`src/hdl/cpu_pkg.sv`:
```
`default_nettype none

package cpu_pkg;

	// Datapath width shared by data words and addresses.
	localparam int word_w = 16; // One machine word.

	typedef logic [word_w-1:0] word_t; // Data or address value.

	// Top of the address space is taken by the I/O ports.
	localparam word_t io_addr = 16'hFFFF; // Maps to io_in and io_out.

	// Instruction field widths.
	localparam int ctrl_w = 7; // Control field, bits 15..9.

	typedef logic [ctrl_w-1:0] ctrl_t; // Control field value.
	typedef logic [2:0] reg_idx_t; // Register file index.

	// Branch conditions tested against the ALU flags.
	typedef enum logic [1:0] {
		br_eq = 2'd0, // Zero set.
		br_ne = 2'd1, // Zero clear.
		br_lt = 2'd2, // Negative set.
		br_ge = 2'd3 // Negative clear.
	} branch_type_e;

	// Memory address sources.
	// Code 3 is unused and resolves to the PC.
	typedef enum logic [1:0] {
		addr_pc = 2'd0, // Instruction fetch.
		addr_alu = 2'd1, // Computed address.
		addr_a = 2'd2 // Base held in A.
	} addr_sel_e;

endpackage

`default_nettype wire

```
`src/hdl/instruction_register.sv`:
```
`timescale 1ns/1ps
`default_nettype none

module instruction_register (
	input  wire                    clk, // System clock.
	input  wire                    rst, // Sync reset, active high.
	input  wire                    ir_write, // Capture strobe.
	input  wire cpu_pkg::word_t    instr, // Word from memory.
	output cpu_pkg::ctrl_t         ctrl, // Control field.
	output cpu_pkg::reg_idx_t      rega, // First source register.
	output cpu_pkg::reg_idx_t      regb, // Second source register.
	output cpu_pkg::reg_idx_t      regd, // Destination register.
	output cpu_pkg::word_t         imm // Sign-extended immediate.
);

	import cpu_pkg::*;

	word_t ir_q; // Held instruction word.

	always_ff @(posedge clk) begin
		if (rst) begin
			ir_q <= '0; // All fields read zero.
		end else if (ir_write) begin
			ir_q <= instr; // Latch the fetched word.
		end
	end

	// Field split of the held word.
	assign ctrl = ir_q[15:9]; // Opcode and function bits.
	assign regd = ir_q[8:6]; // Destination.
	assign rega = ir_q[5:3]; // Source A.
	assign regb = ir_q[2:0]; // Source B.

	// The immediate overlaps rega and regb.
	assign imm = {{(word_w-6){ir_q[5]}}, ir_q[5:0]}; // Six bits, sign extended.

endmodule

`default_nettype wire

```
`config.mk`:
```
export PLATFORM = sky130hd
export DESIGN_NAME = instruction_register
export DESIGN_NICKNAME = d
export VERILOG_FILES = /design/src/hdl/cpu_pkg.sv /design/src/hdl/instruction_register.sv
export SDC_FILE = /design/constraint.sdc
export NUM_CORES = 1
export LEC_CHECK = 0
export ABC_AREA = 1
export BUFFER_PORTS_ARGS = -buffer_cell sky130_fd_sc_hd__buf_2
export CAP_MARGIN = 20
export CELL_PAD_IN_SITES_DETAIL_PLACEMENT = 1
export CELL_PAD_IN_SITES_GLOBAL_PLACEMENT = 1
export CORE_MARGIN = 8
export CORE_UTILIZATION = 28
export CTS_CLUSTER_DIAMETER = 40
export DETAILED_ROUTE_END_ITERATION = 12
export PLACE_DENSITY_LB_ADDON = 0.1
export SYNTH_ARGS = -nofsm -noshare
export SYNTH_HDL_FRONTEND = slang
export SYNTH_SLANG_ARGS = --single-unit
```
`constraint.sdc`:
```
create_clock -name clk -period 2 [get_ports clk]
set_input_delay 0.4 -clock clk [delete_from_list [all_inputs] [get_ports clk]]
set_output_delay 0.4 -clock clk [all_outputs]
set_load 0.005 [all_outputs]
```
==> run metrics, run 1 <==
simple-gate share of the synthesized area=31.0%; GPL Wtd Cong=0.647; CTS Buf Count=3; CTS Root Cell=clkbuf_4; Setup WS post-layout=649 ps; Initial Util=29.2%; Clk Latency, worst-skew pair=280 ps; Critical Path, Cell by Cell=buf_2; largest net degree at the start of global routing=33; IO Pins=51; Worst Hold End=ir_q[12]; Hold-fix buffers, CTS=0; pwr dens=683 mW/mm²; synthesis-to-layout area growth=19.0%; DR pass1 iterations=3; max-cap check violation count=0; die area=0.00478 mm²; cells after synthesis=117; capture point of the worst reg-to-reg path=ir_q[5]; Detail Placement HPWL=1530 µm; H-tree levels=1; Crit-path slowest cell=dfxtp_1; layout cells sized above 1=36.7%; Seq/Total Area, Yosys=40.5%; clock skew=0 ps; Max Clk Rate=740 MHz; Hold Fails Final Rpt=0; drt wl/cell=10.8 µm; row count=19; Syn. warnings=0; commonest non-fill, non-tap cell in the layout=buf_2; fin cells=181; hold depth=5; clock sinks=16; Crit Path Category=reg -> out; Distinct cells, synth=7; CTS tree=done; max-slew violation count=0; Hold Startpoint=instr[12]; crit start category=flop; LEAKAGE=0.611 nW; initial antenna violation count=0; area of the mapped netlist=791 µm²; Reg2Reg Depth=2; max FFs per register=16; Clock Pin Slew Worst Setup and Hold Paths=90 ps; mean post-synth cell area=6.76 µm²; crit-path max cell delay=490 ps; CP top delay family=flip-flops; CP Capture Type=primary output; drt via density=4.09; largest family of logic cells by synthesized area=simple AND/OR/NAND/NOR gates; RSZ-0062 raised after global routing=false; maximum clock insertion buffer count=2; Setup WS pre-CTS=796 ps; Synth Area in Adders=0%; Nets=171; Critical Path Fanout Max=13; compound-gate portion of the synthesized area=0%; initial DRC count=37; Die H=69.1 µm; largest registers=ir_q (16); XOR/XNOR Fraction of Synth Area=0%; Routed Antenna Nets=0; Tot Pwr=0.642 mW; final core utilization=34.7%; CP required=1600 ps; status=finished, final reports clean; DP Cell Count=178; first-pass GRT wire length=3330 µm; Buf+Inv Stages, Crit Path=1; vias=740; Rel. slew slack=65.5%; Worst Max-Slew Pin Slew=517 ps; syn nets=136; Biggest register=ir_q; register bit count reported by yosys=16; area of the core=0.00271 mm²; Worst Path Arrival=950 ps; Post-Route WL=1960 µm; Post-CTS Resized=0; mux contribution to synthesized area=0%; Die Width=69.1 µm; Global Route Usage Sum=8.20%; reg2reg setup slack=1260 ps; DRC violations left=0; Post-CTS Setup Repair Bufs=0; worst r2r src=ir_q[5]; most frequent cells in the layout=buf_2, nand2_1, nor2_1; vias in the first global route=754; # diodes=0; worst vdd ir=0.000373 V; final setup fails=0; Hold/Removal Path Class=in -> reg; Buffers on Ports=50; period utilization=67.5%; min cycle time layout=1350 ps; setup TNS=0 ps; grt total ovfl=0
## synth_stat cells
library cell,instances,area [µm²]
nor2_1,30,113
inv_1,17,63.8
nor2_2,2,12.5
nand2_1,32,120
dfxtp_1,16,320
buf_4,17,128
buf_6,3,33.8
## logic make-up (layout without fill, tap and decap cells)
| family | after synthesis | after routing |
|---|---|---|
| buffers and inverters | 37 | 70 |
| flip-flops | 16 | 16 |
| AND/OR/NAND/NOR | 64 | 64 |
## routing by layer
layer | share of wire (%) | track usage (%) | vias to the layer above
li1 | - | - | 384
met1 | 41 | 8.34 | 318
met2 | 46 | 13.4 | 33
met3 | 11 | 5.58 | 5
met4 | 1.3 | 2.05 | 0
met5 | 0 | 0 | -
## worst max path at each step
stage	start	to	slack, ps	cells after the start
floorplan	ir_q[5]	imm[10]	930	1
global placement	rst	ir_q[5]	820	4
detailed placement	ir_write	ir_q[10]	800	4
CTS	ir_q[5]	rega[2]	600	1
global route	ir_q[5]	imm[8]	550	1
finish	ir_q[5]	imm[8]	650	1
## layout make-up
cell class | count | area [µm²]
inverter | 17 | 63.8
timing repair buffer | 50 | 250
sequential | 16 | 320
multi-input combinational | 64 | 245
fill | 371 | 1770
tap | 31 | 38.8
clock buffer | 3 | 22.5
## metrics by stage
stage               area, µm²  hold WS [ps]
floorplan                 791           466
global placement          918           453
detailed placement        918           466
CTS                       941           388
global route              941           394
finish                    941           400
## report_power, final
part | internal (mW) | switching (mW) | total [mW]
combinational | 0.0590 | 0.0624 | 0.121
clock | 0.0700 | 0.0958 | 0.166
sequential | 0.341 | 0.0144 | 0.355
total | 0.470 | 0.173 | 0.642
Power figures use the tool's default switching activity.
==> run 2, diff against run 1 <==
Settings changed: CORE_UTILIZATION 28 to 26.
Clock period 2 ns to 1.3 ns, I/O delays scaled along.
==> run 2 against run 1 <==
  * Critical path depth stayed put
  * Final cell count up 2.2%
  * Register-to-register slack got worse by 610 ps
  * Die area is 5.9% higher
  * Wire length up 0.36%
  * Largest power group unchanged
==> run metrics, run 2 (same netlist as run 1, synthesis figures left out) <==
final setup fails=0; Hold/Removal Path Class=in -> reg; crit-path max cell delay=420 ps; gr busiest metal=met2; Post-CTS Resized=0; pwr dens=1090 mW/mm²; crit start category=flop; worst vdd ir=0.000505 V; vias=735; clock skew=0 ps; Clock Pin Slew Worst Setup and Hold Paths=90 ps; CP required=1040 ps; Max Clk Rate=896 MHz; initial antenna violation count=0; GPL Wtd Cong=0.583; CP Capture Type=primary output; GR met1 Demand/Resource=7.95%; setup TNS=0 ps; met2 usage=13.4%; Hold Fails Final Rpt=0; layout cells sized above 1=38.2%; largest net degree at the start of global routing=33; area of the core=0.00298 mm²; most frequent cells in the layout=buf_2, nand2_1, nor2_1; worst r2r src=ir_q[5]; Worst Max-Slew Pin Slew=481 ps; CP Capture Point=imm[9]; Post-Route WL=1960 µm; CTS Root Cell=clkbuf_4; LEAKAGE=0.628 nW; vias in the first global route=768; die area=0.00506 mm²; CTS Buf Count=3; Critical Path Fanout Max=13; Routed Antenna Nets=0; drt via density=3.97; Hold-fix buffers, CTS=0; Post-CTS Setup Repair Bufs=0; Clk Latency, worst-skew pair=280 ps; Hold Startpoint=instr[6]; M3 GR Usage=4.80%; max FFs per register=16; commonest non-fill, non-tap cell in the layout=buf_2; first-pass GRT wire length=3260 µm; cell count along the critical path=1; Initial Util=26.6%; period utilization=85.8%; # diodes=0; Crit-path slowest cell=dfxtp_2; Buffers on Ports=50; Nets=172; row count=20; grt total ovfl=0; status=finished, final reports clean; Rel. slew slack=67.9%; Buf+Inv Stages, Crit Path=1; largest registers=ir_q (16); min cycle time layout=1120 ps; H-tree levels=1; Reg2Reg Depth=2; DRC violations left=0; Die H=71.2 µm; Die Width=71.2 µm; Critical Path, Cell by Cell=buf_2; CP top delay family=flip-flops; reg2reg setup slack=650 ps; Detail Placement HPWL=1550 µm; clock sinks=16; capture point of the worst reg-to-reg path=ir_q[5]; maximum clock insertion buffer count=2; Worst Path Arrival=860 ps; crit path from=ir_q[5]; max-cap check violation count=0; DR pass1 iterations=2; drt wl/cell=10.6 µm; synthesis-to-layout area growth=23.7%; Crit Path Category=reg -> out; max-slew violation count=0; RSZ-0062 raised after global routing=false; IO Pins=51; initial DRC count=25; Global Route Usage Sum=7.81%; CTS tree=done; Biggest register=ir_q; final core utilization=32.9%
[run 2: cell types whose count changed in the layout (fill, tap and decap cells not counted), sizes merged]
| cell | delta |
|---|---|
| buf | +1 |
| clkbuf | +1 |
[run 2: metal layers]
layer	vias up	share of wire [%]	wire, µm
li1	385	-	-
met1	321	41	803
met2	27	50	982
met3	2	8.7	170
met4	0	0.31	6
met5	-	0	0
[run 2: power by group]
group | switching, mW | internal (mW)
sequential | 0.0229 | 0.525
clock | 0.156 | 0.170
combinational | 0.0968 | 0.0972
total | 0.276 | 0.793
[run 2: how the worst min path moves through the flow]
stage	endpoint	slack, ps	depth (start not counted)
floorplan	ir_q[13]	410	3
global placement	ir_q[12]	450	2
detailed placement	ir_q[6]	460	2
CTS	ir_q[7]	240	5
global route	ir_q[5]	260	5
finish	ir_q[6]	260	5
[run 2: final cells by class]
| cell class | instances | area (µm²) |
|---|---|---|
| Tap cell | 33 | 41.3 |
| Fill cell | 410 | 2000 |
| Multi-Input combinational cell | 64 | 245 |
| Sequential cell | 16 | 322 |
| Clock buffer | 4 | 36.3 |
| Timing Repair Buffer | 51 | 270 |
| Inverter | 17 | 63.8 |
[run 2: per-stage QoR]
step	total power, mW	worst slack (ps)	instance area [µm²]	instances	hold slack [ps]
after floorplan	0.697	372	791	117	415
after global placement	0.755	280	941	181	452
after detailed placement	0.762	253	941	181	463
after CTS	1.10	32.4	977	185	245
after global routing	1.15	95.5	978	185	255
final	1.07	184	978	185	257
==> run 3, diff against run 2 <==
Settings changed: SETUP_SLACK_MARGIN set to 0.2.
==> run 3 against run 2 <==
  * First-iteration DRC count fell by 8.0%
  * Largest cell class unchanged
  * Final cell count did not move
  * Worst setup slack improved by 42 ps
  * Combinational power barely moved
  * Clock power about the same
  * Critical path depth stayed put
  * Global-route usage unchanged
  * Sequential cell count is the same
  * Via count down 0.41%
  * Clock skew unchanged
  * Utilization rose by 0.084 points
==> run metrics, run 3 (same netlist as run 1, synthesis figures left out) <==
largest net degree at the start of global routing=33; Reg2Reg Depth=2; vias=732; fin cells=185; CTS Root Cell=clkbuf_4; Clk Latency, worst-skew pair=280 ps; worst r2r src=ir_q[5]; CP top delay family=flip-flops; IO Pins=51; CTS Buf Count=3; Buf+Inv Stages, Crit Path=1; worst vdd ir=0.000505 V; max-cap check violation count=0; area of the core=0.00298 mm²; Hold/Removal Path Class=in -> reg; period utilization=82.6%; largest registers=ir_q (16); final setup fails=0; Seq. cell area=324 µm²; Worst Hold End=ir_q[6]; LEAKAGE=0.629 nW; drt via density=3.96; Die Width=71.2 µm; synthesis-to-layout area growth=24.1%; clock sinks=16; Rel. slew slack=68.2%; Hold Fails Final Rpt=0; Critical Path, Cell by Cell=buf_2; Post-Route WL=1960 µm; maximum clock insertion buffer count=2; vias in the first global route=766; commonest non-fill, non-tap cell in the layout=buf_2; Nets=172; Worst Max-Slew Pin Slew=477 ps; status=finished, final reports clean; Buffers on Ports=50; row count=20; layout cells sized above 1=38.2%; fillers=410; reg2reg setup slack=660 ps; Global Route Usage Sum=7.81%; most frequent cells in the layout=buf_2, nand2_1, nor2_1; crit-path max cell delay=400 ps; Routed Antenna Nets=0; RSZ-0062 raised after global routing=true; crit start category=flop; Biggest register=ir_q; die area=0.00506 mm²; initial DRC count=23; GPL Wtd Cong=0.583; Hold Slack=259 ps; drt wl/cell=10.6 µm; Post-CTS Setup Repair Bufs=0; capture point of the worst reg-to-reg path=ir_q[5]; area of the multi-input gates=245 µm²; setup TNS=0 ps; Max Clk Rate=932 MHz; Hold Startpoint=instr[6]; min cycle time layout=1070 ps; Critical Path Fanout Max=13; Clock Pin Slew Worst Setup and Hold Paths=90 ps; first-pass GRT wire length=3260 µm; CP Capture Type=primary output; initial antenna violation count=0; max FFs per register=16; Tot Pwr=1.07 mW; H-tree levels=1; Initial Util=26.6%; CP required=1040 ps; Crit-path slowest cell=dfxtp_4; grt total ovfl=0; DRC violations left=0; Detail Placement HPWL=1550 µm; DP Cell Count=181; # diodes=0; pwr dens=1090 mW/mm²; Die H=71.2 µm; CTS tree=done; Crit Path Category=reg -> out; hold depth=5; max-slew violation count=0; DR pass1 iterations=2; clock skew=0 ps; Worst Path Arrival=810 ps
[run 3: per-layer routing]
layer | global-route usage [%] | routed length, µm
met1 | 7.95 | 812
met2 | 13.4 | 973
met3 | 4.80 | 170
met4 | 1.39 | 6
met5 | 0 | 0
[run 3: how the worst max path moves through the flow]
stage / start / to / cells after the start
3_5_place_dp: rst / ir_q[4] / 4
3_3_place_gp: rst / ir_q[4] / 4
4_1_cts: ir_q[5] / rega[2] / 1
5_1_grt: ir_q[5] / imm[9] / 1
6_report: ir_q[5] / imm[9] / 1
2_1_floorplan: ir_q[5] / imm[10] / 1
[run 3: per-stage QoR]
step / setup slack [ps] / cell area (µm²) / utilization [%]
finish: 227 / 981 / 32.9
global route: 151 / 981 / 32.9
CTS: 193 / 981 / 32.9
detailed placement: 253 / 941 / 31.6
global placement: 280 / 941 / 31.6
floorplan: 372 / 791 / -
[run 3: report_power, final]
part | switching (mW) | total [mW] | internal (mW)
clock network | 0.154 | 0.325 | 0.170
registers | 0.0228 | 0.547 | 0.524
logic | 0.0967 | 0.194 | 0.0973
total | 0.274 | 1.07 | 0.792
[run 3: final cells by class]
class | count | share of cell area [%]
flip-flops and latches | 16 | 33.0
repair buffers | 51 | 27.6
multi-input cells | 64 | 25.0
inverters | 17 | 6.51
well taps | 33 | 4.21
clock buffers | 4 | 3.70
[run 3: timing repair]
item,CTS,global route
hold buffers,0,0
endpoints found under the setup margin,12,12
resized for setup,2,0
