--- config.mk ---
export PLATFORM = sky130hd
export DESIGN_NAME = program_counter
export DESIGN_NICKNAME = d
export VERILOG_FILES = /design/src/hdl/cpu_pkg.sv /design/src/hdl/program_counter.sv
export SDC_FILE = /design/constraint.sdc
export NUM_CORES = 1
export LEC_CHECK = 0
export ABC_AREA = 1
export BUFFER_PORTS_ARGS = -buffer_cell sky130_fd_sc_hd__buf_2
export CORE_UTILIZATION = 47
export CTS_BUF_LIST = sky130_fd_sc_hd__clkbuf_4 sky130_fd_sc_hd__clkbuf_8
export CTS_CLUSTER_DIAMETER = 120
export DETAILED_ROUTE_END_ITERATION = 8
export PLACE_DENSITY_LB_ADDON = 0.1
export SLEW_MARGIN = 5
export SYNTH_ARGS = -nofsm -noshare
export SYNTH_HDL_FRONTEND = slang
export SYNTH_SLANG_ARGS = --single-unit
export TNS_END_PERCENT = 30
--- constraint.sdc ---
create_clock -name clk -period 0.9 [get_ports clk]
set_input_delay 0.135 -clock clk [delete_from_list [all_inputs] [get_ports clk]]
set_output_delay 0.135 -clock clk [all_outputs]
set_load 0.05 [all_outputs]
--- src/hdl/cpu_pkg.sv ---
`default_nettype none

package cpu_pkg;

	// Datapath width shared by data words and addresses.
	localparam int word_w = 16; // One machine word.

	typedef logic [word_w-1:0] word_t; // Data or address value.

	// Top of the address space is taken by the I/O ports.
	localparam word_t io_addr = 16'hFFFF; // Maps to io_in and io_out.

	// Instruction field widths.
	localparam int ctrl_w = 7; // Control field, bits 15..9.

	typedef logic [ctrl_w-1:0] ctrl_t; // Control field value.
	typedef logic [2:0] reg_idx_t; // Register file index.

	// Branch conditions tested against the ALU flags.
	typedef enum logic [1:0] {
		br_eq = 2'd0, // Zero set.
		br_ne = 2'd1, // Zero clear.
		br_lt = 2'd2, // Negative set.
		br_ge = 2'd3 // Negative clear.
	} branch_type_e;

	// Memory address sources.
	// Code 3 is unused and resolves to the PC.
	typedef enum logic [1:0] {
		addr_pc = 2'd0, // Instruction fetch.
		addr_alu = 2'd1, // Computed address.
		addr_a = 2'd2 // Base held in A.
	} addr_sel_e;

endpackage

`default_nettype wire

--- src/hdl/program_counter.sv ---
`timescale 1ns/1ps
`default_nettype none

module program_counter (
	input  wire                        clk, // System clock.
	input  wire                        rst, // Sync reset, active high.
	input  wire                        pc_write, // Load strobe from control.
	input  wire                        pc_is_branch, // Load is a conditional branch.
	input  wire cpu_pkg::word_t        new_pc, // Target address.
	input  wire cpu_pkg::branch_type_e branch_type, // Condition to test.
	input  wire                        zero, // ALU result was zero.
	input  wire                        negative, // ALU result was negative.
	output cpu_pkg::word_t             pc // Current program counter.
);

	import cpu_pkg::*;

	logic cond_met; // Branch condition holds.
	logic pc_load; // PC takes new_pc this edge.

	// Resolve the branch condition from the flags.
	always_comb begin
		case (branch_type)
			br_eq: begin
				cond_met = zero; // Equal.
			end
			br_ne: begin
				cond_met = ~zero; // Not equal.
			end
			br_lt: begin
				cond_met = negative; // Less than.
			end
			br_ge: begin
				cond_met = ~negative; // Greater or equal.
			end
			default: begin
				cond_met = 1'b0;
			end
		endcase
	end

	// Plain writes always load, branches only when taken.
	assign pc_load = pc_write & (~pc_is_branch | cond_met);

	always_ff @(posedge clk) begin
		if (rst) begin
			pc <= '0; // Start fetching at address 0.
		end else if (pc_load) begin
			pc <= new_pc; // Jump or sequential step.
		end
	end

endmodule

`default_nettype wire

==> tab_implementation.tex, run 1 <==
\begin{tabular}{lr}
\hline
Metric & Value \\
\hline
\multicolumn{2}{l}{\textbf{STA}} \\
\quad Post-route clock period utilization & 1.02 \\
\quad Worst clock skew & 0 ns \\
\quad Max frequency & 1080 MHz \\
\quad Worst relative slew slack & 0.897 \\
\quad Finish-stage setup viols & 15 \\
\quad RSZ-0062 raised after global routing & yes \\
\quad Final-report max-slew violation count & 0 \\
\quad Final critical-path required period & 0.922 ns \\
\quad Hold violation count in the final report & 0 \\
\quad Worst Setup Slack, final & -0.0218 ns \\
\quad Transition time at the pin with the least slew margin & 0.155 ns \\
\quad Tightest hold margin & 0.151 ns \\
\multicolumn{2}{l}{\textbf{Logic synthesis}} \\
\quad Post-synthesis register bit count & 16 \\
\quad Synth top area cells & sky130\_fd\_sc\_hd\_\_dfxtp\_1 38\%, sky130\_fd\_sc\_hd\_\_nand3\_2 14\%, sky130\_fd\_sc\_hd\_\_a21oi\_1 9.6\%, sky130\_fd\_sc\_hd\_\_inv\_1 9.5\%, sky130\_fd\_sc\_hd\_\_nand2\_1 9.0\% \\
\quad Largest area contributor in the netlist & sky130\_fd\_sc\_hd\_\_dfxtp\_1 \\
\quad Synth Net Count & 139 \\
\quad List of most frequent post-synthesis cells & 21 x sky130\_fd\_sc\_hd\_\_inv\_1, 20 x sky130\_fd\_sc\_hd\_\_nand2\_1, 16 x sky130\_fd\_sc\_hd\_\_a21oi\_1, 16 x sky130\_fd\_sc\_hd\_\_dfxtp\_1, 16 x sky130\_fd\_sc\_hd\_\_nor2\_1 \\
\quad Most common flop cell mapped by yosys & sky130\_fd\_sc\_hd\_\_dfxtp\_1 \\
\quad Post-synthesis average cell area & 7.24 um\^{}2 \\
\quad Number of flops mapped to enable cells by yosys & 0 \\
\quad Yosys warns & 0 \\
\quad Unique cell type count in the Yosys netlist & 12 \\
\quad Mapped Area & 832 um\^{}2 \\
\quad Part of the Yosys area used for sequential elements & 0.385 \\
\quad Yosys top cell area share & 0.385 \\
\quad Share of async-settable or async-resettable flops after synthesis & 0 \\
\quad Most used standard cell by instance count after synthesis & sky130\_fd\_sc\_hd\_\_inv\_1 \\
\quad Number of instances in the synthesized netlist & 115 \\
\multicolumn{2}{l}{\textbf{Place}} \\
\quad Detailed Place HPWL & 1.08 mm \\
\quad Minimum setup slack after placement & -0.115 ns \\
\quad Placement Cell Area & 1060 um\^{}2 \\
\quad Last weighted congestion value of the routability-driven placer & 0.542 \\
\quad Port Buffer Count & 39 \\
\multicolumn{2}{l}{\textbf{Finish}} \\
\quad Final design area excluding fillers & 1250 um\^{}2 \\
\quad Antenna diodes & 0 \\
\quad Syn-to-layout area delta & 50.5\% \\
\quad Flip-flop count of the largest register after layout & 16 \\
\quad Leading registers by flop count & pc x16 \\
\quad Area taken by flip-flops and latches & 340 um\^{}2 \\
\quad Combined area of the multi-input logic cells & 383 um\^{}2 \\
\quad Share of post-route cells with drive strength above 1 & 0.487 \\
\quad Number of nets in the final layout & 180 \\
\quad Layout fillers & 115 \\
\quad Register bank with the most flops & pc \\
\multicolumn{2}{l}{\textbf{Routing}} \\
\quad Detailed-routed wire length on met2 & 849 um \\
\quad Average via count per standard cell & 4.71 \\
\quad Total number of vias & 801 \\
\quad DR DRC count & 1 \\
\quad First DRT Iteration DRCs & 9 \\
\quad Residual antenna-violating net count after detailed routing & 0 \\
\quad Routed metal-1 wirelength & 736 um \\
\quad Highest metal layer used by the detailed router & met4 \\
\quad Number of iterations in the first detailed-routing pass & 8 \\
\quad Detail Route met3 WL & 70 um \\
\quad DR WL/cell & 10.0 um \\
\quad Post-Route WL & 1.70 mm \\
\multicolumn{2}{l}{\textbf{Clocking}} \\
\quad Root buffer selected by CTS & sky130\_fd\_sc\_hd\_\_clkbuf\_4 \\
\quad \# Post-CTS Setup Buffers & 0 \\
\quad Number of hold-repair buffers added at the cts stage & 0 \\
\quad H-tree levels & 1 \\
\quad Clock sink count & 16 \\
\quad TritonCTS clock tree & done \\
\quad Post-CTS clock slew at the launch and capture registers of the worst setup and hold paths & 0.09 ns \\
\quad Insertion delay of the later-clocked pin in the worst-skew pair & 0.28 ns \\
\quad Number of clock buffers inserted by TritonCTS & 3 \\
\quad Number of buffers between clock root and the deepest sink & 2 \\
\multicolumn{2}{l}{\textbf{Setup path}} \\
\quad Worst reg2reg setup slack & 0.25 ns \\
\quad Largest fanout on the critical path & 2 \\
\quad Reg2reg path depth & 2 \\
\quad Endpoint of the worst register-to-register path & pc[14]\$\_SDFFE\_PP0P\_ \\
\quad Highest-delay cell along the critical path & sky130\_fd\_sc\_hd\_\_dfxtp\_2 \\
\quad Buffers plus inverters on the worst setup path & 1 \\
\quad Biggest cell delay along the critical path & 0.36 ns \\
\quad Kind of critical path & flop to primary output \\
\quad Worst R2R Start & pc[14]\$\_SDFFE\_PP0P\_ \\
\quad Setup crit end kind & primary output \\
\quad Data required, critical path & 0.76 ns \\
\quad Critical path, cell by cell & buf\_8 \\
\quad Largest delay share family, worst path & flip-flops \\
\quad Arrival time at the worst endpoint & 0.79 ns \\
\quad Critical path startpoint category & flop \\
\multicolumn{2}{l}{\textbf{Floorplanning}} \\
\quad Number of placement rows & 14 \\
\quad Die outline width & 44.1 um \\
\quad Die outline height & 44.1 um \\
\quad Die area & 1940 um\^{}2 \\
\quad Starting density of the core & 0.528 \\
\quad Core Box Area & 1580 um\^{}2 \\
\quad Total I/O pin count & 40 \\
\multicolumn{2}{l}{\textbf{Global route}} \\
\quad Total Routing Usage GR & 0.194 \\
\quad Via count of the first global-routing pass & 685 \\
\quad Total congestion overflow after global routing & 0 \\
\quad First-pass GRT wire length & 2.74 mm \\
\quad Maximum number of pins on one net before global-route repair & 33 \\
\quad Initial antenna violation count & 0 \\
\multicolumn{2}{l}{\textbf{Pwr}} \\
\quad Leakage power of the design & 0.668 nW \\
\quad Tot Pwr & 1.88 mW \\
\quad Proportion of power drawn by combinational gates & 0.366 \\
\quad Clock share of power & 0.192 \\
\quad Share of total power consumed by net switching & 0.346 \\
\quad Internal power component & 1.23 mW \\
\quad Maximum vdd drop & 0.00110 V \\
\quad Cell area power density & 1500 nW/um\^{}2 \\
\quad Net Sw Power & 650 uW \\
\quad Proportion of power drawn by flip-flops and latches & 0.441 \\
\multicolumn{2}{l}{\textbf{Status}} \\
\quad Violated checks & design-rule violations, negative setup slack \\
\quad Status & finished, violations left \\
\multicolumn{2}{l}{\textbf{Min path}} \\
\quad Hold Path Origin & new\_pc[13] \\
\quad Hold Path Class & input port to flop \\
\quad Hold Path Stages & 5 \\
\quad End of the worst hold path & pc[13]\$\_SDFFE\_PP0P\_ \\
\multicolumn{2}{l}{\textbf{Flow run}} \\
\quad Max Cap Viol & 0 \\
\hline
\end{tabular}
[metrics by stage]
| step | std cells | util | TNS [ns] |
|---|---|---|---|
| detailed placement | 167 | 0.675 | -1.40 |
| floorplan | 115 | - | 0 |
| finish | 170 | 0.794 | -0.173 |
| global placement | 167 | 0.675 | -1.14 |
| CTS | 170 | 0.766 | -0.264 |
| global route | 170 | 0.794 | -0.667 |
[cells by family (layout without fill, tap and decap cells)]
| group | count (synthesis) | after routing | synth area share |
|---|---|---|---|
| simple gates | 55 | 55 | 0.364 |
| compound gates | 16 | 16 | 0.0962 |
| buf+inv | 28 | 67 | 0.155 |
| flops | 16 | 16 | 0.385 |
[power by group through the flow]
stage	Sequential, mW	Clock (mW)	Combinational [mW]
finish	0.829	0.361	0.689
global route	0.836	0.409	0.737
CTS	0.821	0.372	0.655
detailed placement	0.811	0	0.582
global placement	0.810	0	0.574
floorplan	1.02	0	0.220
[cell usage in the layout (no fill, tap or decap)]
| cell type | count |
|---|---|
| sky130_fd_sc_hd__clkbuf_4 | 3 |
| sky130_fd_sc_hd__dfxtp_2 | 16 |
| sky130_fd_sc_hd__nand3_1 | 6 |
| sky130_fd_sc_hd__buf_4 | 1 |
| sky130_fd_sc_hd__inv_1 | 21 |
| sky130_fd_sc_hd__nor2_1 | 16 |
| sky130_fd_sc_hd__a21oi_1 | 16 |
| sky130_fd_sc_hd__nand3_4 | 1 |
| sky130_fd_sc_hd__buf_12 | 3 |
| sky130_fd_sc_hd__buf_8 | 12 |
| sky130_fd_sc_hd__buf_2 | 23 |
| sky130_fd_sc_hd__buf_6 | 4 |
| sky130_fd_sc_hd__nand3_2 | 12 |
| sky130_fd_sc_hd__nand2_1 | 20 |
[layout make-up]
type                       count  area share
clock buffer                   3      0.0180
inverter                      21      0.0629
multi-input combinational     71       0.306
sequential                    16       0.272
tap                           16      0.0160
timing repair buffer          43       0.326
[routing by layer]
layer | GRT usage | vias up
li1 | - | 432
met5 | 0 | -
met2 | 0.321 | 31
met4 | 0.127 | 0
met3 | 0.0245 | 5
met1 | 0.235 | 333
[worst max-delay path by stage]
stage / startpoint / endpoint / slack (ns) / depth (start not counted)
floorplan: pc[0]$_SDFFE_PP0P_ / pc[0]$_SDFFE_PP0P_ / 0.06 / 2
global placement: branch_type[1] / pc[8]$_SDFFE_PP0P_ / -0.08 / 8
detailed placement: branch_type[1] / pc[6]$_SDFFE_PP0P_ / -0.12 / 8
CTS: pc[0]$_SDFFE_PP0P_ / pc[0] / -0.02 / 1
global route: pc[11]$_SDFFE_PP0P_ / pc[11] / -0.06 / 1
finish: pc[0]$_SDFFE_PP0P_ / pc[0] / -0.02 / 1
[worst register-to-register path: cells and delay by family, from the launching register on]
family / cells / cell delay, ns
simple gates: 1 / 0.07
flops: 1 / 0.34
compound gates: 1 / 0.13
[what timing repair did]
action / in CTS / in global routing
endpoints found under the hold margin: 0 / 0
setup endpoints to repair: 16 / 16
resized for setup: 48 / 12
(Power assumes the default switching activity.)
==> run 2, diff against run 1 <==
--- a/config.mk
+++ b/config.mk
@@ -6,7 +6,7 @@
 export NUM_CORES = 1
 export LEC_CHECK = 0
 export ABC_AREA = 1
-export BUFFER_PORTS_ARGS = -buffer_cell sky130_fd_sc_hd__buf_2
+export BUFFER_PORTS_ARGS = -buffer_cell sky130_fd_sc_hd__buf_4
 export CORE_UTILIZATION = 47
 export CTS_BUF_LIST = sky130_fd_sc_hd__clkbuf_4 sky130_fd_sc_hd__clkbuf_8
 export CTS_CLUSTER_DIAMETER = 120
==> tab_implementation.tex, run 2 (same netlist as run 1, synthesis figures left out) <==
\begin{tabular}{lr}
\hline
Metric & Value \\
\hline
\multicolumn{2}{l}{\textbf{Global route}} \\
\quad Maximum number of pins on one net before global-route repair & 33 (unchanged) \\
\quad Via count of the first global-routing pass & 726 (was 685) \\
\quad Total Routing Usage GR & 0.198 (was 0.194) \\
\quad Initial antenna violation count & 0 (unchanged) \\
\quad First-pass GRT wire length & 2.92 mm (was 2.74 mm) \\
\quad Total congestion overflow after global routing & 0 (unchanged) \\
\multicolumn{2}{l}{\textbf{Finish}} \\
\quad Register bank with the most flops & pc (unchanged) \\
\quad Flip-flop count of the largest register after layout & 16 (unchanged) \\
\quad Share of post-route cells with drive strength above 1 & 0.487 (unchanged) \\
\quad Syn-to-layout area delta & 54.0\% (was 50.5\%) \\
\quad Combined area of the multi-input logic cells & 383 um\^{}2 (unchanged) \\
\quad Layout fillers & 110 (was 115) \\
\quad Number of nets in the final layout & 180 (unchanged) \\
\quad Commonest cells after routing, fill and taps aside & 26 x sky130\_fd\_sc\_hd\_\_buf\_4, 21 x sky130\_fd\_sc\_hd\_\_inv\_1, 20 x sky130\_fd\_sc\_hd\_\_nand2\_1 (was 23 x sky130\_fd\_sc\_hd\_\_buf\_2, 21 x sky130\_fd\_sc\_hd\_\_inv\_1, 20 x sky130\_fd\_sc\_hd\_\_nand2\_1) \\
\quad Final core occ & 0.813 (was 0.794) \\
\quad Most common cell after layout, fill and taps aside & sky130\_fd\_sc\_hd\_\_buf\_4 (was sky130\_fd\_sc\_hd\_\_buf\_2) \\
\quad Leading registers by flop count & pc x16 (unchanged) \\
\quad Antenna diodes & 0 (unchanged) \\
\quad Area taken by flip-flops and latches & 340 um\^{}2 (unchanged) \\
\quad Final design area excluding fillers & 1280 um\^{}2 (was 1250 um\^{}2) \\
\multicolumn{2}{l}{\textbf{STA}} \\
\quad Worst Setup Slack, final & -0.0209 ns (was -0.0218 ns) \\
\quad Hold violation count in the final report & 0 (unchanged) \\
\quad Max frequency & 1090 MHz (was 1080 MHz) \\
\quad Worst relative slew slack & 0.766 (was 0.897) \\
\quad Finish-stage setup viols & 14 (was 15) \\
\quad Final critical-path required period & 0.921 ns (was 0.922 ns) \\
\quad Post-route clock period utilization & 1.02 (about the same) \\
\quad Transition time at the pin with the least slew margin & 0.351 ns (was 0.155 ns) \\
\quad Tightest hold margin & 0.142 ns (was 0.151 ns) \\
\quad Final-report max-slew violation count & 0 (unchanged) \\
\quad RSZ-0062 raised after global routing & yes (unchanged) \\
\quad Worst clock skew & 0 ns (unchanged) \\
\multicolumn{2}{l}{\textbf{Pwr}} \\
\quad Tot Pwr & 1.89 mW (was 1.88 mW) \\
\quad Maximum vdd drop & 0.000976 V (was 0.00110 V) \\
\quad Cell area power density & 1480 nW/um\^{}2 (was 1500 nW/um\^{}2) \\
\quad Leakage power of the design & 0.678 nW (was 0.668 nW) \\
\multicolumn{2}{l}{\textbf{Status}} \\
\quad Status & finished, violations left (unchanged) \\
\quad Violated checks & negative setup slack (was design-rule violations, negative setup slack) \\
\multicolumn{2}{l}{\textbf{Floorplanning}} \\
\quad Core Box Area & 1580 um\^{}2 (unchanged) \\
\quad Die outline height & 44.1 um (unchanged) \\
\quad Starting density of the core & 0.528 (unchanged) \\
\quad Total I/O pin count & 40 (unchanged) \\
\quad Number of placement rows & 14 (unchanged) \\
\quad Die area & 1940 um\^{}2 (unchanged) \\
\quad Die outline width & 44.1 um (unchanged) \\
\multicolumn{2}{l}{\textbf{Place}} \\
\quad Port Buffer Count & 39 (unchanged) \\
\quad Placement Cell Area & 1140 um\^{}2 (was 1060 um\^{}2) \\
\quad Detailed Place HPWL & 1.21 mm (was 1.08 mm) \\
\quad Minimum setup slack after placement & -0.146 ns (was -0.115 ns) \\
\quad Last weighted congestion value of the routability-driven placer & 0.565 (was 0.542) \\
\multicolumn{2}{l}{\textbf{Setup path}} \\
\quad Data required, critical path & 0.76 ns (about the same) \\
\quad Critical path, cell by cell & buf\_8 (unchanged) \\
\quad Largest fanout on the critical path & 2 (unchanged) \\
\quad Largest delay share family, worst path & flip-flops (unchanged) \\
\quad Critical path startpoint category & flop (unchanged) \\
\quad Setup crit end kind & primary output (unchanged) \\
\quad Kind of critical path & flop to primary output (unchanged) \\
\quad Arrival time at the worst endpoint & 0.79 ns (about the same) \\
\quad Highest-delay cell along the critical path & sky130\_fd\_sc\_hd\_\_dfxtp\_2 (unchanged) \\
\quad Buffers plus inverters on the worst setup path & 1 (unchanged) \\
\quad Biggest cell delay along the critical path & 0.36 ns (about the same) \\
\multicolumn{2}{l}{\textbf{Routing}} \\
\quad Number of iterations in the first detailed-routing pass & 6 (was 8) \\
\quad Average via count per standard cell & 4.86 (was 4.71) \\
\quad Total number of vias & 827 (was 801) \\
\quad DR DRC count & 0 (was 1) \\
\quad Residual antenna-violating net count after detailed routing & 0 (unchanged) \\
\quad DR WL/cell & 11.2 um (was 10.0 um) \\
\quad Post-Route WL & 1.91 mm (was 1.70 mm) \\
\quad First DRT Iteration DRCs & 11 (was 9) \\
\multicolumn{2}{l}{\textbf{Clocking}} \\
\quad Root buffer selected by CTS & sky130\_fd\_sc\_hd\_\_clkbuf\_4 (unchanged) \\
\quad Number of clock buffers inserted by TritonCTS & 3 (unchanged) \\
\quad TritonCTS clock tree & done (unchanged) \\
\quad Insertion delay of the later-clocked pin in the worst-skew pair & 0.27 ns (was 0.28 ns) \\
\quad \# Post-CTS Setup Buffers & 0 (unchanged) \\
\quad Post-CTS clock slew at the launch and capture registers of the worst setup and hold paths & 0.09 ns (about the same) \\
\quad Number of buffers between clock root and the deepest sink & 2 (unchanged) \\
\quad Clock sink count & 16 (unchanged) \\
\quad H-tree levels & 1 (unchanged) \\
\multicolumn{2}{l}{\textbf{Flow run}} \\
\quad Max Cap Viol & 0 (unchanged) \\
\multicolumn{2}{l}{\textbf{Min path}} \\
\quad Hold Path Class & input port to flop (unchanged) \\
\hline
\end{tabular}
run 2: cell counts in the layout (fill, tap and decap cells not counted):
No cell type changed its count.
run 2: timing repair:
item / in CTS / in global routing
endpoints found under the hold margin: 0 / 0
setup endpoints to repair: 16 / 16
hold buffers: 0 / 0
resized for setup: 32 / 11
pin swaps: 0 / 0
run 2: worst min-delay path, cell delays in order:
cell	delay, ns
sky130_fd_sc_hd__buf_4	0.08
sky130_fd_sc_hd__inv_1	0.07
sky130_fd_sc_hd__nand2_1	0.07
sky130_fd_sc_hd__nor2_1	0.03
run 2: power by group:
group	leakage, nW	internal [mW]	switching (mW)
registers	0.138	0.781	0.0498
logic	0.527	0.306	0.399
clock network	0.0138	0.155	0.204
total	0.678	1.24	0.653
run 2: path summary, 6_finish.rpt:
check,depth (start not counted),end,slack [ns],start
setup reg to reg,2,pc[10]$_SDFFE_PP0P_,0.20,pc[10]$_SDFFE_PP0P_
setup / recovery,1,pc[15],-0.02,pc[15]$_SDFFE_PP0P_
hold reg to reg,2,pc[4]$_SDFFE_PP0P_,0.50,pc[4]$_SDFFE_PP0P_
hold / removal,4,pc[4]$_SDFFE_PP0P_,0.14,rst
run 2: metrics by stage:
step                      cells  TNS [ns]
after floorplan             115         0
after CTS                   170    -0.177
after global routing        170    -0.469
after detailed placement    167     -1.92
after global placement      167     -1.24
final                       170   -0.0914
run 2: layout make-up:
cell class | instances | share of cell area
timing repair buffer | 43 | 0.341
multi-input combinational | 71 | 0.299
sequential | 16 | 0.266
inverter | 21 | 0.0615
clock buffer | 3 | 0.0176
tap | 16 | 0.0156
run 2: per-layer routing:
metal,vias to the layer above,global-route usage,share of wire
met1,365,0.252,0.39
met3,2,0.0245,0.040
met5,-,0,0
li1,434,-,-
met4,0,0.0727,0.0073
met2,26,0.341,0.56
==> run 3, diff against run 2 <==
--- a/config.mk
+++ b/config.mk
@@ -5,9 +5,9 @@
 export SDC_FILE = /design/constraint.sdc
 export NUM_CORES = 1
 export LEC_CHECK = 0
-export ABC_AREA = 1
 export BUFFER_PORTS_ARGS = -buffer_cell sky130_fd_sc_hd__buf_4
-export CORE_UTILIZATION = 47
+export CORE_MARGIN = 2
+export CORE_UTILIZATION = 45
 export CTS_BUF_LIST = sky130_fd_sc_hd__clkbuf_4 sky130_fd_sc_hd__clkbuf_8
 export CTS_CLUSTER_DIAMETER = 120
 export DETAILED_ROUTE_END_ITERATION = 8
==> tab_implementation.tex, run 3 <==
\begin{tabular}{lr}
\hline
Metric & Value \\
\hline
\multicolumn{2}{l}{\textbf{Status}} \\
\quad Status & finished, violations left (unchanged) \\
\quad Violated checks & negative setup slack (unchanged) \\
\multicolumn{2}{l}{\textbf{Setup path}} \\
\quad Number of gates on the worst path with buffers counted & 1 (unchanged) \\
\quad Critical path startpoint & pc[13]\$\_SDFFE\_PP0P\_ (was pc[15]\$\_SDFFE\_PP0P\_) \\
\quad Reg2reg path depth & 3 (was 2) \\
\quad Critical path startpoint category & flop (unchanged) \\
\quad Largest fanout on the critical path & 2 (unchanged) \\
\quad Setup crit end kind & primary output (unchanged) \\
\quad Worst R2R Start & pc[6]\$\_SDFFE\_PP0P\_ (was pc[10]\$\_SDFFE\_PP0P\_) \\
\quad Highest-delay cell along the critical path & sky130\_fd\_sc\_hd\_\_dfxtp\_2 (unchanged) \\
\quad Arrival time at the worst endpoint & 0.79 ns (about the same) \\
\quad Data required, critical path & 0.76 ns (about the same) \\
\quad Buffers plus inverters on the worst setup path & 1 (unchanged) \\
\quad Kind of critical path & flop to primary output (unchanged) \\
\quad Largest delay share family, worst path & flip-flops (unchanged) \\
\quad Critical path, cell by cell & buf\_6 (was buf\_8) \\
\quad Biggest cell delay along the critical path & 0.35 ns (was 0.36 ns) \\
\multicolumn{2}{l}{\textbf{Logic synthesis}} \\
\quad Largest area contributor in the netlist & sky130\_fd\_sc\_hd\_\_dfxtp\_1 (unchanged) \\
\quad Synth Net Count & 96 (was 139) \\
\quad Synth top area cells & sky130\_fd\_sc\_hd\_\_dfxtp\_1 43\%, sky130\_fd\_sc\_hd\_\_nand2b\_1 27\%, sky130\_fd\_sc\_hd\_\_mux2i\_1 23\%, sky130\_fd\_sc\_hd\_\_buf\_12 2.7\%, sky130\_fd\_sc\_hd\_\_buf\_6 1.5\% (was sky130\_fd\_sc\_hd\_\_dfxtp\_1 38\%, sky130\_fd\_sc\_hd\_\_nand3\_2 14\%, sky130\_fd\_sc\_hd\_\_a21oi\_1 9.6\%, sky130\_fd\_sc\_hd\_\_inv\_1 9.5\%, sky130\_fd\_sc\_hd\_\_nand2\_1 9.0\%) \\
\quad Post-synthesis register bit count & 16 (unchanged) \\
\quad Post-synthesis average cell area & 10.4 um\^{}2 (was 7.24 um\^{}2) \\
\quad List of most frequent post-synthesis cells & 32 x sky130\_fd\_sc\_hd\_\_nand2b\_1, 17 x sky130\_fd\_sc\_hd\_\_mux2i\_1, 16 x sky130\_fd\_sc\_hd\_\_dfxtp\_1 (was 21 x sky130\_fd\_sc\_hd\_\_inv\_1, 20 x sky130\_fd\_sc\_hd\_\_nand2\_1, 16 x sky130\_fd\_sc\_hd\_\_a21oi\_1, 16 x sky130\_fd\_sc\_hd\_\_dfxtp\_1, 16 x sky130\_fd\_sc\_hd\_\_nor2\_1) \\
\quad Most common flop cell mapped by yosys & sky130\_fd\_sc\_hd\_\_dfxtp\_1 (unchanged) \\
\quad Yosys top cell area share & 0.427 (was 0.385) \\
\quad Number of instances in the synthesized netlist & 72 (was 115) \\
\quad Yosys warns & 0 (unchanged) \\
\quad Part of the Yosys area used for sequential elements & 0.427 (was 0.385) \\
\quad Mapped Area & 749 um\^{}2 (was 832 um\^{}2) \\
\quad Unique cell type count in the Yosys netlist & 8 (was 12) \\
\quad Share of async-settable or async-resettable flops after synthesis & 0 (unchanged) \\
\quad Number of flops mapped to enable cells by yosys & 0 (unchanged) \\
\quad Most used standard cell by instance count after synthesis & sky130\_fd\_sc\_hd\_\_nand2b\_1 (was sky130\_fd\_sc\_hd\_\_inv\_1) \\
\multicolumn{2}{l}{\textbf{Routing}} \\
\quad First DRT Iteration DRCs & 2 (was 11) \\
\quad Average via count per standard cell & 4.66 (was 4.86) \\
\quad DR WL/cell & 11.3 um (was 11.2 um) \\
\quad Post-Route WL & 1.46 mm (was 1.91 mm) \\
\quad Residual antenna-violating net count after detailed routing & 0 (unchanged) \\
\quad Number of iterations in the first detailed-routing pass & 4 (was 6) \\
\quad DR DRC count & 0 (unchanged) \\
\quad Total number of vias & 601 (was 827) \\
\multicolumn{2}{l}{\textbf{Place}} \\
\quad Total placed cells including tap cells & 123 (was 167) \\
\quad Detailed Place HPWL & 1.04 mm (was 1.21 mm) \\
\quad Port Buffer Count & 39 (unchanged) \\
\quad Placement Cell Area & 1040 um\^{}2 (was 1140 um\^{}2) \\
\quad Last weighted congestion value of the routability-driven placer & 0.566 (was 0.565) \\
\multicolumn{2}{l}{\textbf{Min path}} \\
\quad Hold Path Class & input port to flop (unchanged) \\
\quad Hold Path Origin & new\_pc[6] (was rst) \\
\quad Hold Path Stages & 3 (was 4) \\
\multicolumn{2}{l}{\textbf{Global route}} \\
\quad First-pass GRT wire length & 2.46 mm (was 2.92 mm) \\
\quad Initial antenna violation count & 0 (unchanged) \\
\quad Via count of the first global-routing pass & 585 (was 726) \\
\quad Total congestion overflow after global routing & 0 (unchanged) \\
\quad Maximum number of pins on one net before global-route repair & 33 (unchanged) \\
\quad Total Routing Usage GR & 0.168 (was 0.198) \\
\multicolumn{2}{l}{\textbf{STA}} \\
\quad Worst relative slew slack & 0.862 (was 0.766) \\
\quad Transition time at the pin with the least slew margin & 0.208 ns (was 0.351 ns) \\
\quad Max frequency & 1080 MHz (was 1090 MHz) \\
\quad Post-route clock period utilization & 1.03 (was 1.02) \\
\quad Final critical-path required period & 0.925 ns (was 0.921 ns) \\
\quad RSZ-0062 raised after global routing & yes (unchanged) \\
\quad Worst Setup Slack, final & -0.0250 ns (was -0.0209 ns) \\
\quad Worst clock skew & 0 ns (unchanged) \\
\quad Final-report max-slew violation count & 0 (unchanged) \\
\quad Finish-stage setup viols & 16 (was 14) \\
\quad Hold violation count in the final report & 0 (unchanged) \\
\multicolumn{2}{l}{\textbf{Floorplanning}} \\
\quad Total I/O pin count & 40 (unchanged) \\
\quad Starting density of the core & 0.486 (was 0.528) \\
\quad Core Box Area & 1540 um\^{}2 (was 1580 um\^{}2) \\
\quad Die outline width & 44.8 um (was 44.1 um) \\
\quad Die area & 2010 um\^{}2 (was 1940 um\^{}2) \\
\quad Number of placement rows & 14 (unchanged) \\
\quad Die outline height & 44.8 um (was 44.1 um) \\
\multicolumn{2}{l}{\textbf{Pwr}} \\
\quad Cell area power density & 1530 nW/um\^{}2 (was 1480 nW/um\^{}2) \\
\quad Proportion of power drawn by combinational gates & 0.306 (was 0.372) \\
\quad Maximum vdd drop & 0.00118 V (was 0.000976 V) \\
\quad Clock share of power & 0.256 (was 0.189) \\
\quad Share of total power consumed by net switching & 0.300 (was 0.345) \\
\quad Internal power component & 1.30 mW (was 1.24 mW) \\
\quad Leakage power of the design & 0.549 nW (was 0.678 nW) \\
\quad Tot Pwr & 1.85 mW (was 1.89 mW) \\
\quad Net Sw Power & 555 uW (was 653 uW) \\
\quad Proportion of power drawn by flip-flops and latches & 0.438 (about the same) \\
\multicolumn{2}{l}{\textbf{Clocking}} \\
\quad Insertion delay of the later-clocked pin in the worst-skew pair & 0.28 ns (was 0.27 ns) \\
\quad Number of buffers between clock root and the deepest sink & 2 (unchanged) \\
\quad Clock sink count & 16 (unchanged) \\
\quad H-tree levels & 1 (unchanged) \\
\quad TritonCTS clock tree & done (unchanged) \\
\quad Number of clock buffers inserted by TritonCTS & 3 (unchanged) \\
\quad Post-CTS clock slew at the launch and capture registers of the worst setup and hold paths & 0.10 ns (was 0.09 ns) \\
\quad Root buffer selected by CTS & sky130\_fd\_sc\_hd\_\_clkbuf\_4 (unchanged) \\
\multicolumn{2}{l}{\textbf{Finish}} \\
\quad Number of nets in the final layout & 138 (was 180) \\
\quad Final design area excluding fillers & 1210 um\^{}2 (was 1280 um\^{}2) \\
\quad Share of post-route cells with drive strength above 1 & 0.566 (was 0.487) \\
\quad Most common cell after layout, fill and taps aside & sky130\_fd\_sc\_hd\_\_nand2b\_1 (was sky130\_fd\_sc\_hd\_\_buf\_4) \\
\quad Final instance count without filler cells & 129 (was 170) \\
\quad Leading registers by flop count & pc x16 (unchanged) \\
\quad Flip-flop count of the largest register after layout & 16 (unchanged) \\
\quad Combined area of the multi-input logic cells & 394 um\^{}2 (was 383 um\^{}2) \\
\quad Syn-to-layout area delta & 61.8\% (was 54.0\%) \\
\quad Area taken by flip-flops and latches & 340 um\^{}2 (unchanged) \\
\quad Register bank with the most flops & pc (unchanged) \\
\quad Commonest cells after routing, fill and taps aside & 32 x sky130\_fd\_sc\_hd\_\_nand2b\_1, 24 x sky130\_fd\_sc\_hd\_\_buf\_4, 16 x sky130\_fd\_sc\_hd\_\_mux2i\_1, 16 x sky130\_fd\_sc\_hd\_\_dfxtp\_2, 9 x sky130\_fd\_sc\_hd\_\_buf\_6 (was 26 x sky130\_fd\_sc\_hd\_\_buf\_4, 21 x sky130\_fd\_sc\_hd\_\_inv\_1, 20 x sky130\_fd\_sc\_hd\_\_nand2\_1) \\
\quad Layout fillers & 108 (was 110) \\
\quad Antenna diodes & 0 (unchanged) \\
\multicolumn{2}{l}{\textbf{Flow run}} \\
\quad Max Cap Viol & 0 (unchanged) \\
\hline
\end{tabular}
run 3: layout make-up:
class / instances / share of cell area
clock buffers: 4 / 0.0299
flip-flops and latches: 16 / 0.281
repair buffers: 42 / 0.348
multi-input cells: 51 / 0.325
well taps: 16 / 0.0165
run 3: cells by family (layout without fill, tap and decap cells):
logic type	after synthesis	after routing	share of synthesized area
XOR/XNOR	1	1	0.0117
multiplexers	17	17	0.227
AND/OR/NAND/NOR	32	32	0.267
buffers and inverters	5	46	0.0568
flip-flops	16	16	0.427
AO/OA/AOI/OAI	1	1	0.0100
run 3: power by group through the flow:
stage               Clock [mW]  Combinational (mW)  Sequential, mW
floorplan                    0               0.158           0.977
global placement             0               0.498           0.801
detailed placement           0               0.507           0.802
CTS                      0.486               0.555           0.807
global route             0.519               0.597           0.816
finish                   0.473               0.566           0.810
run 3: per-layer routing:
metal	track usage	routed length [um]	share of wire	up-vias
li1	-	-	-	313
met1	0.202	601	0.41	265
met2	0.281	751	0.52	21
met3	0.0480	89	0.061	2
met4	0.0706	11	0.0076	0
met5	0	0	0	-
run 3: metrics by stage:
step	util	worst slack, ns	hold WS (ns)	TNS, ns
2_1_floorplan	-	-0.168	0.290	-1.91
3_3_place_gp	0.677	-0.244	0.402	-3.60
3_5_place_dp	0.677	-0.294	0.415	-4.44
4_1_cts	0.769	-0.0326	0.0967	-0.431
5_1_grt	0.787	-0.0599	0.0978	-1.00
6_report	0.787	-0.0250	0.101	-0.278
run 3: path summary, 6_finish.rpt:
check,slack [ns],endpoint
max,-0.02,pc[13]
max reg2reg,0.22,pc[6]$_SDFFE_PP0P_
min,0.10,pc[6]$_SDFFE_PP0P_
min reg2reg,0.48,pc[8]$_SDFFE_PP0P_
run 3: what timing repair did:
| action | 4_1_cts | 5_1_grt |
|---|---|---|
| endpoints found under the setup margin | 16 | 32 |
| setup buffers | 2 | 0 |
| hold buffers | 0 | 0 |
| gates resized for setup | 35 | 7 |
| endpoints found under the hold margin | 0 | 0 |
